`src/hw/sifhPkg.sv`:
```
package sifhPkg;

    // histogram geometry
    localparam int nb = 5;          // bin index width, 32 bins per pixel
    localparam int np = 12;         // threshold precision
    localparam int pixelNum = 8;    // pixels sharing one RAM
    localparam int countW = 8;      // saturating bin count

    // derived widths
    localparam int pixelW = $clog2(pixelNum);
    localparam int addrW = pixelW + nb;

    // pixel index
    typedef logic [pixelW-1:0] pixelT;

    // bin index within a pixel
    typedef logic [nb-1:0] binT;

    // one histogram word
    typedef logic [countW-1:0] countT;

    // RAM address, pixel in the upper bits
    typedef logic [addrW-1:0] addrT;

    // window bounds and centre
    typedef logic [np-1:0] thT;

endpackage
```
`src/hw/ramBusIf.sv`:
```
interface ramBusIf #(
    parameter int ADDR_W = sifhPkg::addrW,
    parameter int DATA_W = sifhPkg::countW
) ();

    // request side
    logic req;
    logic we;
    logic [ADDR_W-1:0] addr;
    logic [DATA_W-1:0] wdata;

    // response side
    logic gnt;                      // access happens in this cycle
    logic [DATA_W-1:0] rdata;       // valid the cycle after gnt

    modport requester (
        output req,
        output we,
        output addr,
        output wdata,
        input  gnt,
        input  rdata
    );

    modport arbiter (
        input  req,
        input  we,
        input  addr,
        input  wdata,
        output gnt,
        output rdata
    );

endinterface

```
`src/hw/sifhTop.sv`:
```
module sifhTop #(
    parameter int NB = sifhPkg::nb,
    parameter int NP = sifhPkg::np,
    parameter int PIXEL_NUM = sifhPkg::pixelNum,
    parameter int COUNT_W = sifhPkg::countW
) (
    input  logic clk,
    input  logic res,
    input  logic eventValid,
    input  logic [$clog2(PIXEL_NUM)-1:0] eventPixel,
    input  logic [NB-1:0] eventBin,
    output logic busy,
    input  logic frameEnd,
    output logic resultValid,
    output logic [$clog2(PIXEL_NUM)-1:0] resultPixel,
    output logic [NP-1:0] thMinus,
    output logic [NP-1:0] thPlus,
    output logic [NP-1:0] delta,
    output logic frameDone
);

    localparam int ADDR_W = $clog2(PIXEL_NUM) + NB;

    logic peakDone;
    logic [NB-1:0] peakCh;
    logic [$clog2(PIXEL_NUM)-1:0] peakPixel;

    ramBusIf #(.ADDR_W(ADDR_W), .DATA_W(COUNT_W)) accBus ();
    ramBusIf #(.ADDR_W(ADDR_W), .DATA_W(COUNT_W)) scanBus ();
    ramBusIf #(.ADDR_W(ADDR_W), .DATA_W(COUNT_W)) ramPort ();

    histAccumulator #(.NB(NB), .PIXEL_NUM(PIXEL_NUM), .COUNT_W(COUNT_W)) acc0 (
        .clk(clk), .res(res), .eventValid(eventValid), .eventPixel(eventPixel),
        .eventBin(eventBin), .busy(busy), .bus(accBus.requester)
    );

    peakFinder #(.NB(NB), .PIXEL_NUM(PIXEL_NUM), .COUNT_W(COUNT_W)) scan0 (
        .clk(clk), .res(res), .frameEnd(frameEnd), .bus(scanBus.requester),
        .peakDone(peakDone), .peakCh(peakCh), .peakPixel(peakPixel), .frameDone(frameDone)
    );

    ramArbiter arb0 (
        .clk(clk), .res(res), .accBus(accBus.arbiter), .scanBus(scanBus.arbiter),
        .ramPort(ramPort.requester)
    );

    histRam #(.ADDR_W(ADDR_W), .DATA_W(COUNT_W)) ram0 (
        .clk(clk), .port(ramPort.arbiter)
    );

    thresholdCalc #(.NB(NB), .NP(NP), .PIXEL_NUM(PIXEL_NUM)) th0 (
        .clk(clk), .res(res), .peakDone(peakDone), .peakCh(peakCh), .peakPixel(peakPixel),
        .resultValid(resultValid), .resultPixel(resultPixel), .thMinus(thMinus),
        .thPlus(thPlus), .delta(delta)
    );

endmodule

```
`src/hw/thresholdCalc.sv`:
```
module thresholdCalc #(
    parameter int NB = sifhPkg::nb,
    parameter int NP = sifhPkg::np,
    parameter int PIXEL_NUM = sifhPkg::pixelNum
) (
    input  logic clk,
    input  logic res,
    input  logic peakDone,
    input  logic [NB-1:0] peakCh,
    input  logic [$clog2(PIXEL_NUM)-1:0] peakPixel,
    output logic resultValid,
    output logic [$clog2(PIXEL_NUM)-1:0] resultPixel,
    output logic [NP-1:0] thMinus,
    output logic [NP-1:0] thPlus,
    output logic [NP-1:0] delta
);

    // half window, three quarters of the bin range
    localparam int SB = 2 ** (NB - 1) + 2 ** (NB - 2);
    localparam logic [NP-1:0] SB_W = NP'(SB);
    localparam logic [NP-1:0] WIN_W = NP'(2 * SB);
    localparam logic [NP-1:0] MAX_VAL = '1;

    logic [NP-1:0] ch;
    logic [NP-1:0] lo;
    logic [NP-1:0] hi;
    logic [NP:0] sum;       // one extra bit for the centre

    // peak bin scaled to threshold precision
    assign ch = NP'(peakCh) << (NP - NB);

    always_comb begin
        if (ch <= SB_W) begin
            lo = '0;                        // clamp at the bottom
            hi = WIN_W;
        end else if (ch >= MAX_VAL - SB_W) begin
            hi = MAX_VAL;                   // clamp at the top
            lo = MAX_VAL - WIN_W;
        end else begin
            lo = ch - SB_W;
            hi = ch + SB_W;
        end
    end

    assign sum = {1'b0, lo} + {1'b0, hi};

    always_ff @(posedge clk or negedge res) begin
        if (!res) begin
            resultValid <= 1'b0;
        end else begin
            resultValid <= peakDone;
        end
    end

    always_ff @(posedge clk) begin
        if (peakDone) begin
            resultPixel <= peakPixel;
            thMinus <= lo;
            thPlus <= hi;
            delta <= sum[NP:1];
        end
    end

    assert property (@(posedge clk) disable iff (!res) resultValid |-> thMinus <= thPlus)
        else $error("thresholdCalc: thMinus %h above thPlus %h", thMinus, thPlus);

endmodule

```
`src/hw/peakFinder.sv`:
```
module peakFinder #(
    parameter int NB = sifhPkg::nb,
    parameter int PIXEL_NUM = sifhPkg::pixelNum,
    parameter int COUNT_W = sifhPkg::countW
) (
    input  logic clk,
    input  logic res,
    input  logic frameEnd,
    ramBusIf.requester bus,
    output logic peakDone,
    output logic [NB-1:0] peakCh,
    output logic [$clog2(PIXEL_NUM)-1:0] peakPixel,
    output logic frameDone
);

    localparam int PIXEL_W = $clog2(PIXEL_NUM);
    localparam logic [PIXEL_W-1:0] LAST_PIX = PIXEL_W'(PIXEL_NUM - 1);

    localparam logic [1:0] IDLE = 2'd0;
    localparam logic [1:0] READ = 2'd1;
    localparam logic [1:0] CLEAR = 2'd2;

    logic [1:0] state;
    logic scanning;
    logic [PIXEL_W-1:0] pixCnt;
    logic [NB-1:0] binCnt;
    logic [COUNT_W-1:0] runMax;
    logic [NB-1:0] runBin;
    logic takeNew;
    logic lastPix;      // current peakDone belongs to the last pixel
    logic lastDly;

    assign scanning = (state != IDLE);

    // strict compare, lowest bin wins a tie
    assign takeNew = (binCnt == '0) || (bus.rdata > runMax);

    assign bus.req = scanning;             // every scan cycle asks for the RAM
    assign bus.we = (state == CLEAR);      // zero write behind each read
    assign bus.addr = {pixCnt, binCnt};
    assign bus.wdata = '0;

    always_ff @(posedge clk or negedge res) begin
        if (!res) begin
            state <= IDLE;
            pixCnt <= '0;
            binCnt <= '0;
            peakDone <= 1'b0;
            lastPix <= 1'b0;
            lastDly <= 1'b0;
            frameDone <= 1'b0;
        end else begin
            peakDone <= 1'b0;
            lastDly <= peakDone & lastPix;
            frameDone <= lastDly;           // one cycle after the last result
            case (state)
                IDLE: if (frameEnd) begin
                    pixCnt <= '0;
                    binCnt <= '0;
                    state <= READ;
                end
                READ: if (bus.gnt) state <= CLEAR;
                CLEAR: if (bus.gnt) begin
                    binCnt <= binCnt + NB'(1);
                    state <= READ;
                    if (binCnt == '1) begin
                        peakDone <= 1'b1;
                        lastPix <= (pixCnt == LAST_PIX);
                        pixCnt <= pixCnt + PIXEL_W'(1);
                        if (pixCnt == LAST_PIX) state <= IDLE;
                    end
                end
                default: state <= IDLE;
            endcase
        end
    end

    // running maximum and peak outputs
    always_ff @(posedge clk) begin
        if (state == CLEAR && bus.gnt) begin
            runMax <= takeNew ? bus.rdata : runMax;
            runBin <= takeNew ? binCnt : runBin;
            if (binCnt == '1) begin
                peakCh <= takeNew ? binCnt : runBin;
                peakPixel <= pixCnt;
            end
        end
    end

    assert property (@(posedge clk) disable iff (!res) peakDone |=> !peakDone)
        else $error("peakFinder: peakDone longer than one cycle");

endmodule

```
`src/hw/histAccumulator.sv`:
```
module histAccumulator #(
    parameter int NB = sifhPkg::nb,
    parameter int PIXEL_NUM = sifhPkg::pixelNum,
    parameter int COUNT_W = sifhPkg::countW
) (
    input  logic clk,
    input  logic res,
    input  logic eventValid,
    input  logic [$clog2(PIXEL_NUM)-1:0] eventPixel,
    input  logic [NB-1:0] eventBin,
    output logic busy,
    ramBusIf.requester bus
);

    localparam int PIXEL_W = $clog2(PIXEL_NUM);

    localparam logic [1:0] IDLE = 2'd0;
    localparam logic [1:0] RD = 2'd1;
    localparam logic [1:0] WR = 2'd2;

    logic [1:0] state;
    logic [PIXEL_W+NB-1:0] addrQ;
    logic [COUNT_W-1:0] incCount;

    assign busy = (state != IDLE);

    // saturate instead of wrapping
    assign incCount = (bus.rdata == '1) ? bus.rdata : bus.rdata + COUNT_W'(1);

    assign bus.req = (state == RD) || (state == WR);
    assign bus.we = (state == WR);
    assign bus.addr = addrQ;
    assign bus.wdata = incCount;    // rdata is valid while in WR

    always_ff @(posedge clk or negedge res) begin
        if (!res) begin
            state <= IDLE;
        end else begin
            case (state)
                IDLE: if (eventValid) state <= RD;
                RD: if (bus.gnt) state <= WR;
                WR: if (bus.gnt) state <= IDLE;
                default: state <= IDLE;
            endcase
        end
    end

    // latch the event address on acceptance
    always_ff @(posedge clk) begin
        if (state == IDLE && eventValid) begin
            addrQ <= {eventPixel, eventBin};
        end
    end

    assert property (@(posedge clk) disable iff (!res) $rose(eventValid) |-> !busy)
        else $error("histAccumulator: eventValid rose while busy");

endmodule

```
`src/hw/ramArbiter.sv`:
```
module ramArbiter (
    input logic clk,
    input logic res,
    ramBusIf.arbiter accBus,
    ramBusIf.arbiter scanBus,
    ramBusIf.requester ramPort
);

    logic accSel;
    logic scanSel;
    logic accOwn;       // acc held the RAM last cycle
    logic scanOwn;      // scanner held the RAM last cycle
    logic lastRead;     // last granted access was a read
    logic scanLock;

    // a scanner read keeps the RAM for its clearing write,
    // so no increment can slip between read and clear
    assign scanLock = scanOwn & lastRead & scanBus.req;

    assign accSel = accBus.req & ~scanLock;    // fixed priority otherwise
    assign scanSel = scanBus.req & ~accSel;

    assign ramPort.req = accSel | scanSel;
    assign ramPort.we = accSel ? accBus.we : scanBus.we;
    assign ramPort.addr = accSel ? accBus.addr : scanBus.addr;
    assign ramPort.wdata = accSel ? accBus.wdata : scanBus.wdata;

    assign accBus.gnt = accSel & ramPort.gnt;
    assign scanBus.gnt = scanSel & ramPort.gnt;

    // read data goes to whoever owned the previous cycle
    assign accBus.rdata = accOwn ? ramPort.rdata : '0;
    assign scanBus.rdata = scanOwn ? ramPort.rdata : '0;

    always_ff @(posedge clk or negedge res) begin
        if (!res) begin
            accOwn <= 1'b0;
            scanOwn <= 1'b0;
            lastRead <= 1'b0;
        end else begin
            accOwn <= accBus.gnt;
            scanOwn <= scanBus.gnt;
            lastRead <= ramPort.gnt & ~ramPort.we;
        end
    end

    assert property (@(posedge clk) disable iff (!res) !(accBus.gnt && scanBus.gnt))
        else $error("ramArbiter: both requesters granted");

    // a scanner read is always followed by its own write
    assert property (@(posedge clk) disable iff (!res)
        (scanBus.gnt && !scanBus.we) |=> (scanBus.gnt && scanBus.we))
        else $error("ramArbiter: scanner clear write was not granted");

endmodule

```
`src/hw/histRam.sv`:
```
module histRam #(
    parameter int ADDR_W = sifhPkg::addrW,
    parameter int DATA_W = sifhPkg::countW
) (
    input logic clk,
    ramBusIf.arbiter port
);

    localparam int DEPTH = 2 ** ADDR_W;

    logic [DATA_W-1:0] mem [DEPTH];
    logic [DATA_W-1:0] rdataQ;

    // single port, every request is served at once
    assign port.gnt = port.req;
    assign port.rdata = rdataQ;

    // read-before-write on the same access
    always_ff @(posedge clk) begin
        if (port.req) begin
            if (port.we) begin
                mem[port.addr] <= port.wdata;
            end
            rdataQ <= mem[port.addr];
        end
    end

    // a granted access never leaves the address undefined
    assert property (@(posedge clk) port.req |-> !$isunknown(port.addr))
        else $error("histRam: request with unknown address");

endmodule

```
`config.mk`:
```
export PLATFORM = sky130hd
export DESIGN_NAME = sifhTop
export DESIGN_NICKNAME = d
export VERILOG_FILES = /design/src/hw/sifhPkg.sv /design/src/hw/ramBusIf.sv /design/src/hw/sifhTop.sv /design/src/hw/thresholdCalc.sv /design/src/hw/peakFinder.sv /design/src/hw/histAccumulator.sv /design/src/hw/ramArbiter.sv /design/src/hw/histRam.sv
export SDC_FILE = /design/constraint.sdc
export NUM_CORES = 2
export LEC_CHECK = 0
export ABC_AREA = 1
export BUFFER_PORTS_ARGS = -buffer_cell sky130_fd_sc_hd__buf_2
export CAP_MARGIN = 5
export CELL_PAD_IN_SITES_DETAIL_PLACEMENT = 0
export CELL_PAD_IN_SITES_GLOBAL_PLACEMENT = 1
export CORE_ASPECT_RATIO = 1.1
export CORE_MARGIN = 2
export CORE_UTILIZATION = 55
export DETAILED_ROUTE_END_ITERATION = 10
export GPL_TIMING_DRIVEN = 0
export HOLD_SLACK_MARGIN = 0.02
export PLACE_DENSITY = 0.84
export SYNTH_ARGS = -nofsm -noshare
export SYNTH_HDL_FRONTEND = slang
export SYNTH_HIERARCHICAL = 1
export SYNTH_SLANG_ARGS = --single-unit
```
`constraint.sdc`:
```
create_clock -name clk -period 9.1 [get_ports clk]
set_clock_uncertainty 0.05 [all_clocks]
set_input_delay 1.82 -clock clk [delete_from_list [all_inputs] [get_ports clk]]
set_output_delay 1.82 -clock clk [all_outputs]
set_load 0.005 [all_outputs]
```
==> results.yml <==
logic_synthesis:
  synth-main-ff-cell: "edfxtp_1"
  synth.area.top_cells: "edfxtp_1, nand2_1, nand3_1"
  synth_edf_count: 2106
  avgSynthCellArea_um2: 10.8
  ys_ff_latch: 2126
  ys_seq_area_share_pct: 71.8
  ys_async_sr_fraction_pct: 0.941
  yosysWarnings: 6
  synth_area_um2: 88800
  synthCells: 8255
  synth_cell_types: 41
  synth_top_area_share_pct: 71.2
  synth_top_area_cell: "edfxtp_1"
setup_path:
  critPathCaptureType: "flop"
  worstPathCellList: "inv_1, ha_1, nand2_4, inv_2, nand2_1, nand2_1, nor2_1, clkbuf_1, buf_2, nand4_1, clkbuf_2, nor2_1"
  critPathMaxStageDelay_ns: 1.09
  critical_path_class: "reg -> reg"
  required_ns: 9.53
  cp_slowest_cell: "clkbuf_1"
  cp.arrival_ns: 6.81
  cp_top_family: "simple AND/OR/NAND/NOR gates"
  crit_fanout: 10
  crit_buf_inv: 5
  worstSetupStartpointType: "flop"
route:
  drt_pass1_iterations: 8
  drt_iter0_drc: 7118
  drcViolationCount: 0
  vias: 61600
  drt_wl_total_um: 274000
  drtAntennaViolNets: 0
  wire_per_inst_um: 25.3
  viasPerCell: 5.68
sta:
  fmax_mhz: 157
  post-route-min-period_ns: 6.38
  rsz0062_at_grt: "no"
  worst_slack_ns: 2.72
  slew_violations: 11
  relSlewSlack_pct: -3.07
  final.setup.tns_ns: 0
  worstMarginPinSlew_ns: 1.55
  setup_viol: 0
  hold_viol: 0
  min_period_over_period_pct: 70.1
clock_network:
  cts_tree: "done"
  clock-sinks: 2126
  clockBufferDepth: 3
  clk_pin_slew_worst_paths_ns: 0.06
  post_cts_buffers: 0
  cts_buffers: 207
  cts-root-buf: "clkbuf_16"
  ctsResizeCount: 0
  hold_buffers: 0
  clkLatencyLatePin_ns: 0.90
  h-tree-depth: 4
finish:
  final_util_pct: 62.1
  drive_above_1_share_pct: 7.23
  area_delta_synth_final_pct: 12.1
  instances_no_fill: 10800
  nets: 8595
  final_area_um2: 99600
placed_design:
  dp_hpwl_um: 192000
  place_area_um2: 92700
  dpl.cell_count: 10500
  portBuffers: 40
  dp_slack_ns: 2.94
  place_congestion: 0.990
floorplanning:
  initial_utilization_pct: 55.4
  die_w_um: 387
  placementRows: 154
  die_area_um2: 165000
  core_region_area_um2: 160000
  die_h_um: 426
  io_pins: 54
power_and_ir_drop:
  p_comb_share_pct: 46.6
  p_sw_mw: 18.5
  irDropWorstVdd_mv: 0.238
  netSwitchingFraction_pct: 45.9
  seq_power_share_pct: 32.0
  p_int_mw: 21.8
  clkPwrFrac_pct: 21.3
  pwr_density_cell_nw_per_um2: 405
  leakage_nw: 39.0
global_routing:
  grt_pass1_vias: 58800
  grt_max_degree: 79
  grt_pass1_wl_um: 393000
  antenna_found_initial: 19
  grt_use_total_pct: 33.3
  grt_overflow_total: 0
status:
  status: "finished with violations"
  violations: "max-capacitance violations, max-slew violations"
min_path:
  hp-class: "reg -> reg"
run:
  cap_viol_max_count: 1
Yosys cell counts, types with 3 or more instances:
cell and n:
clkbuf_1 255, nor3_2 3, edfxtp_1 2106, ha_1 26, dfrtp_1 20, nand4_1 133
buf_6 5, o21ai_0 9, nor2_1 360, nand2_2 13, nor3_1 3, o21ai_1 129
buf_2 164, nand3_1 589, buf_4 28, nor2_4 5, nand2_1 4241, conb_1 3
a21oi_1 8, inv_1 84, buf_1 39, inv_2 5, nand2_4 3
cells by family (layout without fill, tap and decap cells):
kind of cell / after synthesis / in the layout / share of synthesized area [%]
xor+xnor: 3 / 3 / 0.0296
buf+inv: 584 / 1044 / 2.89
simple gates: 5359 / 5359 / 24.0
flops: 2126 / 2126 / 71.8
fa+ha+maj: 27 / 27 / 0.389
compound gates: 153 / 153 / 0.897
other cells: 3 / 29 / 0.0127
metal layers:
metal | global-route usage, % | wire [um]
met5 | 0.0289 | 77
met4 | 21.5 | 19900
met3 | 6.17 | 26400
met2 | 52.9 | 126000
met1 | 42.5 | 102000
power by group through the flow:
stage                     clock [mW]  sequential [mW]  combinational [mW]
after global routing            9.08             12.9                20.0
after floorplan                    0             13.8                9.69
after CTS                       8.69             12.9                18.4
after global placement             0             13.9                16.8
after detailed placement           0             13.1                18.3
final                           8.60             12.9                18.8
per-stage QoR:
| step | power, mW | hold WS, ns |
|---|---|---|
| finish | 40.3 | 0.308 |
| global route | 42.0 | 0.314 |
| floorplan | 23.4 | 0.281 |
| detailed placement | 31.4 | 0.296 |
| global placement | 30.6 | 0.286 |
| CTS | 40.0 | 0.310 |
final timing paths:
path	from	to	slack, ns	depth (start not counted)
max	acc0/state[0]	ram0/mem[144][2]	2.72	12
min	scan0/lastDly	scan0/frameDone	0.31	0
max reg2reg	acc0/state[0]	ram0/mem[144][2]	2.72	12
min reg2reg	scan0/lastDly	scan0/frameDone	0.31	0
max in group asynchronous	res	acc0/state[1]	7.82	1
min in group asynchronous	res	scan0/lastPix	0.84	1
flip-flops by register name, summed over array words and instances (netlist names), 2 cells and up:
register	cells
scan0/peakPixel	3
ram0/mem	2048
th0/thMinus	6
acc0/state	2
th0/delta	6
th0/resultPixel	3
ram0/port.rdata	8
scan0/runMax	8
scan0/pixCnt	3
scan0/runBin	5
scan0/peakCh	5
th0/thPlus	6
scan0/state	2
acc0/bus.addr	8
scan0/binCnt	5
cells in the final DEF, fill, tap and decap left out, types with 4 or more instances in the layout:
cell | Yosys | routed
clkinv_2 | 0 | 40
diode_2 | 0 | 8
buf_6 | 5 | 5
dfrtp_1 | 20 | 20
nor2_1 | 360 | 360
a21oi_1 | 8 | 8
clkbuf_2 | 0 | 11
clkinv_1 | 2 | 45
nand2_1 | 4241 | 4233
nand4_1 | 133 | 133
buf_8 | 1 | 4
buf_2 | 164 | 204
nand2_4 | 3 | 11
bufinv_16 | 0 | 23
buf_4 | 28 | 28
clkinvlp_4 | 0 | 10
clkbuf_16 | 0 | 207
edfxtp_1 | 2106 | 2106
conb_1 | 3 | 21
clkinv_4 | 0 | 4
clkinv_8 | 0 | 6
nand3_1 | 589 | 589
nand2_2 | 13 | 13
nor2_4 | 5 | 5
clkinv_16 | 0 | 7
o21ai_0 | 9 | 9
inv_2 | 5 | 5
inv_1 | 84 | 84
buf_1 | 39 | 39
clkbuf_1 | 255 | 286
buf_16 | 0 | 30
ha_1 | 26 | 26
o21ai_1 | 129 | 129
final cells by class:
type                       count  area [um^2]
sequential                  2126        63700
fill                       12800        60700
multi-input combinational   5563        22700
clock buffer                 251         5370
tap                         2106         2640
buffer                       493         2240
clock inverter               135         1510
timing repair buffer          74         1090
inverter                      91          342
antenna                        8         20.0
No activity file was read; power rests on OpenSTA's default activity.
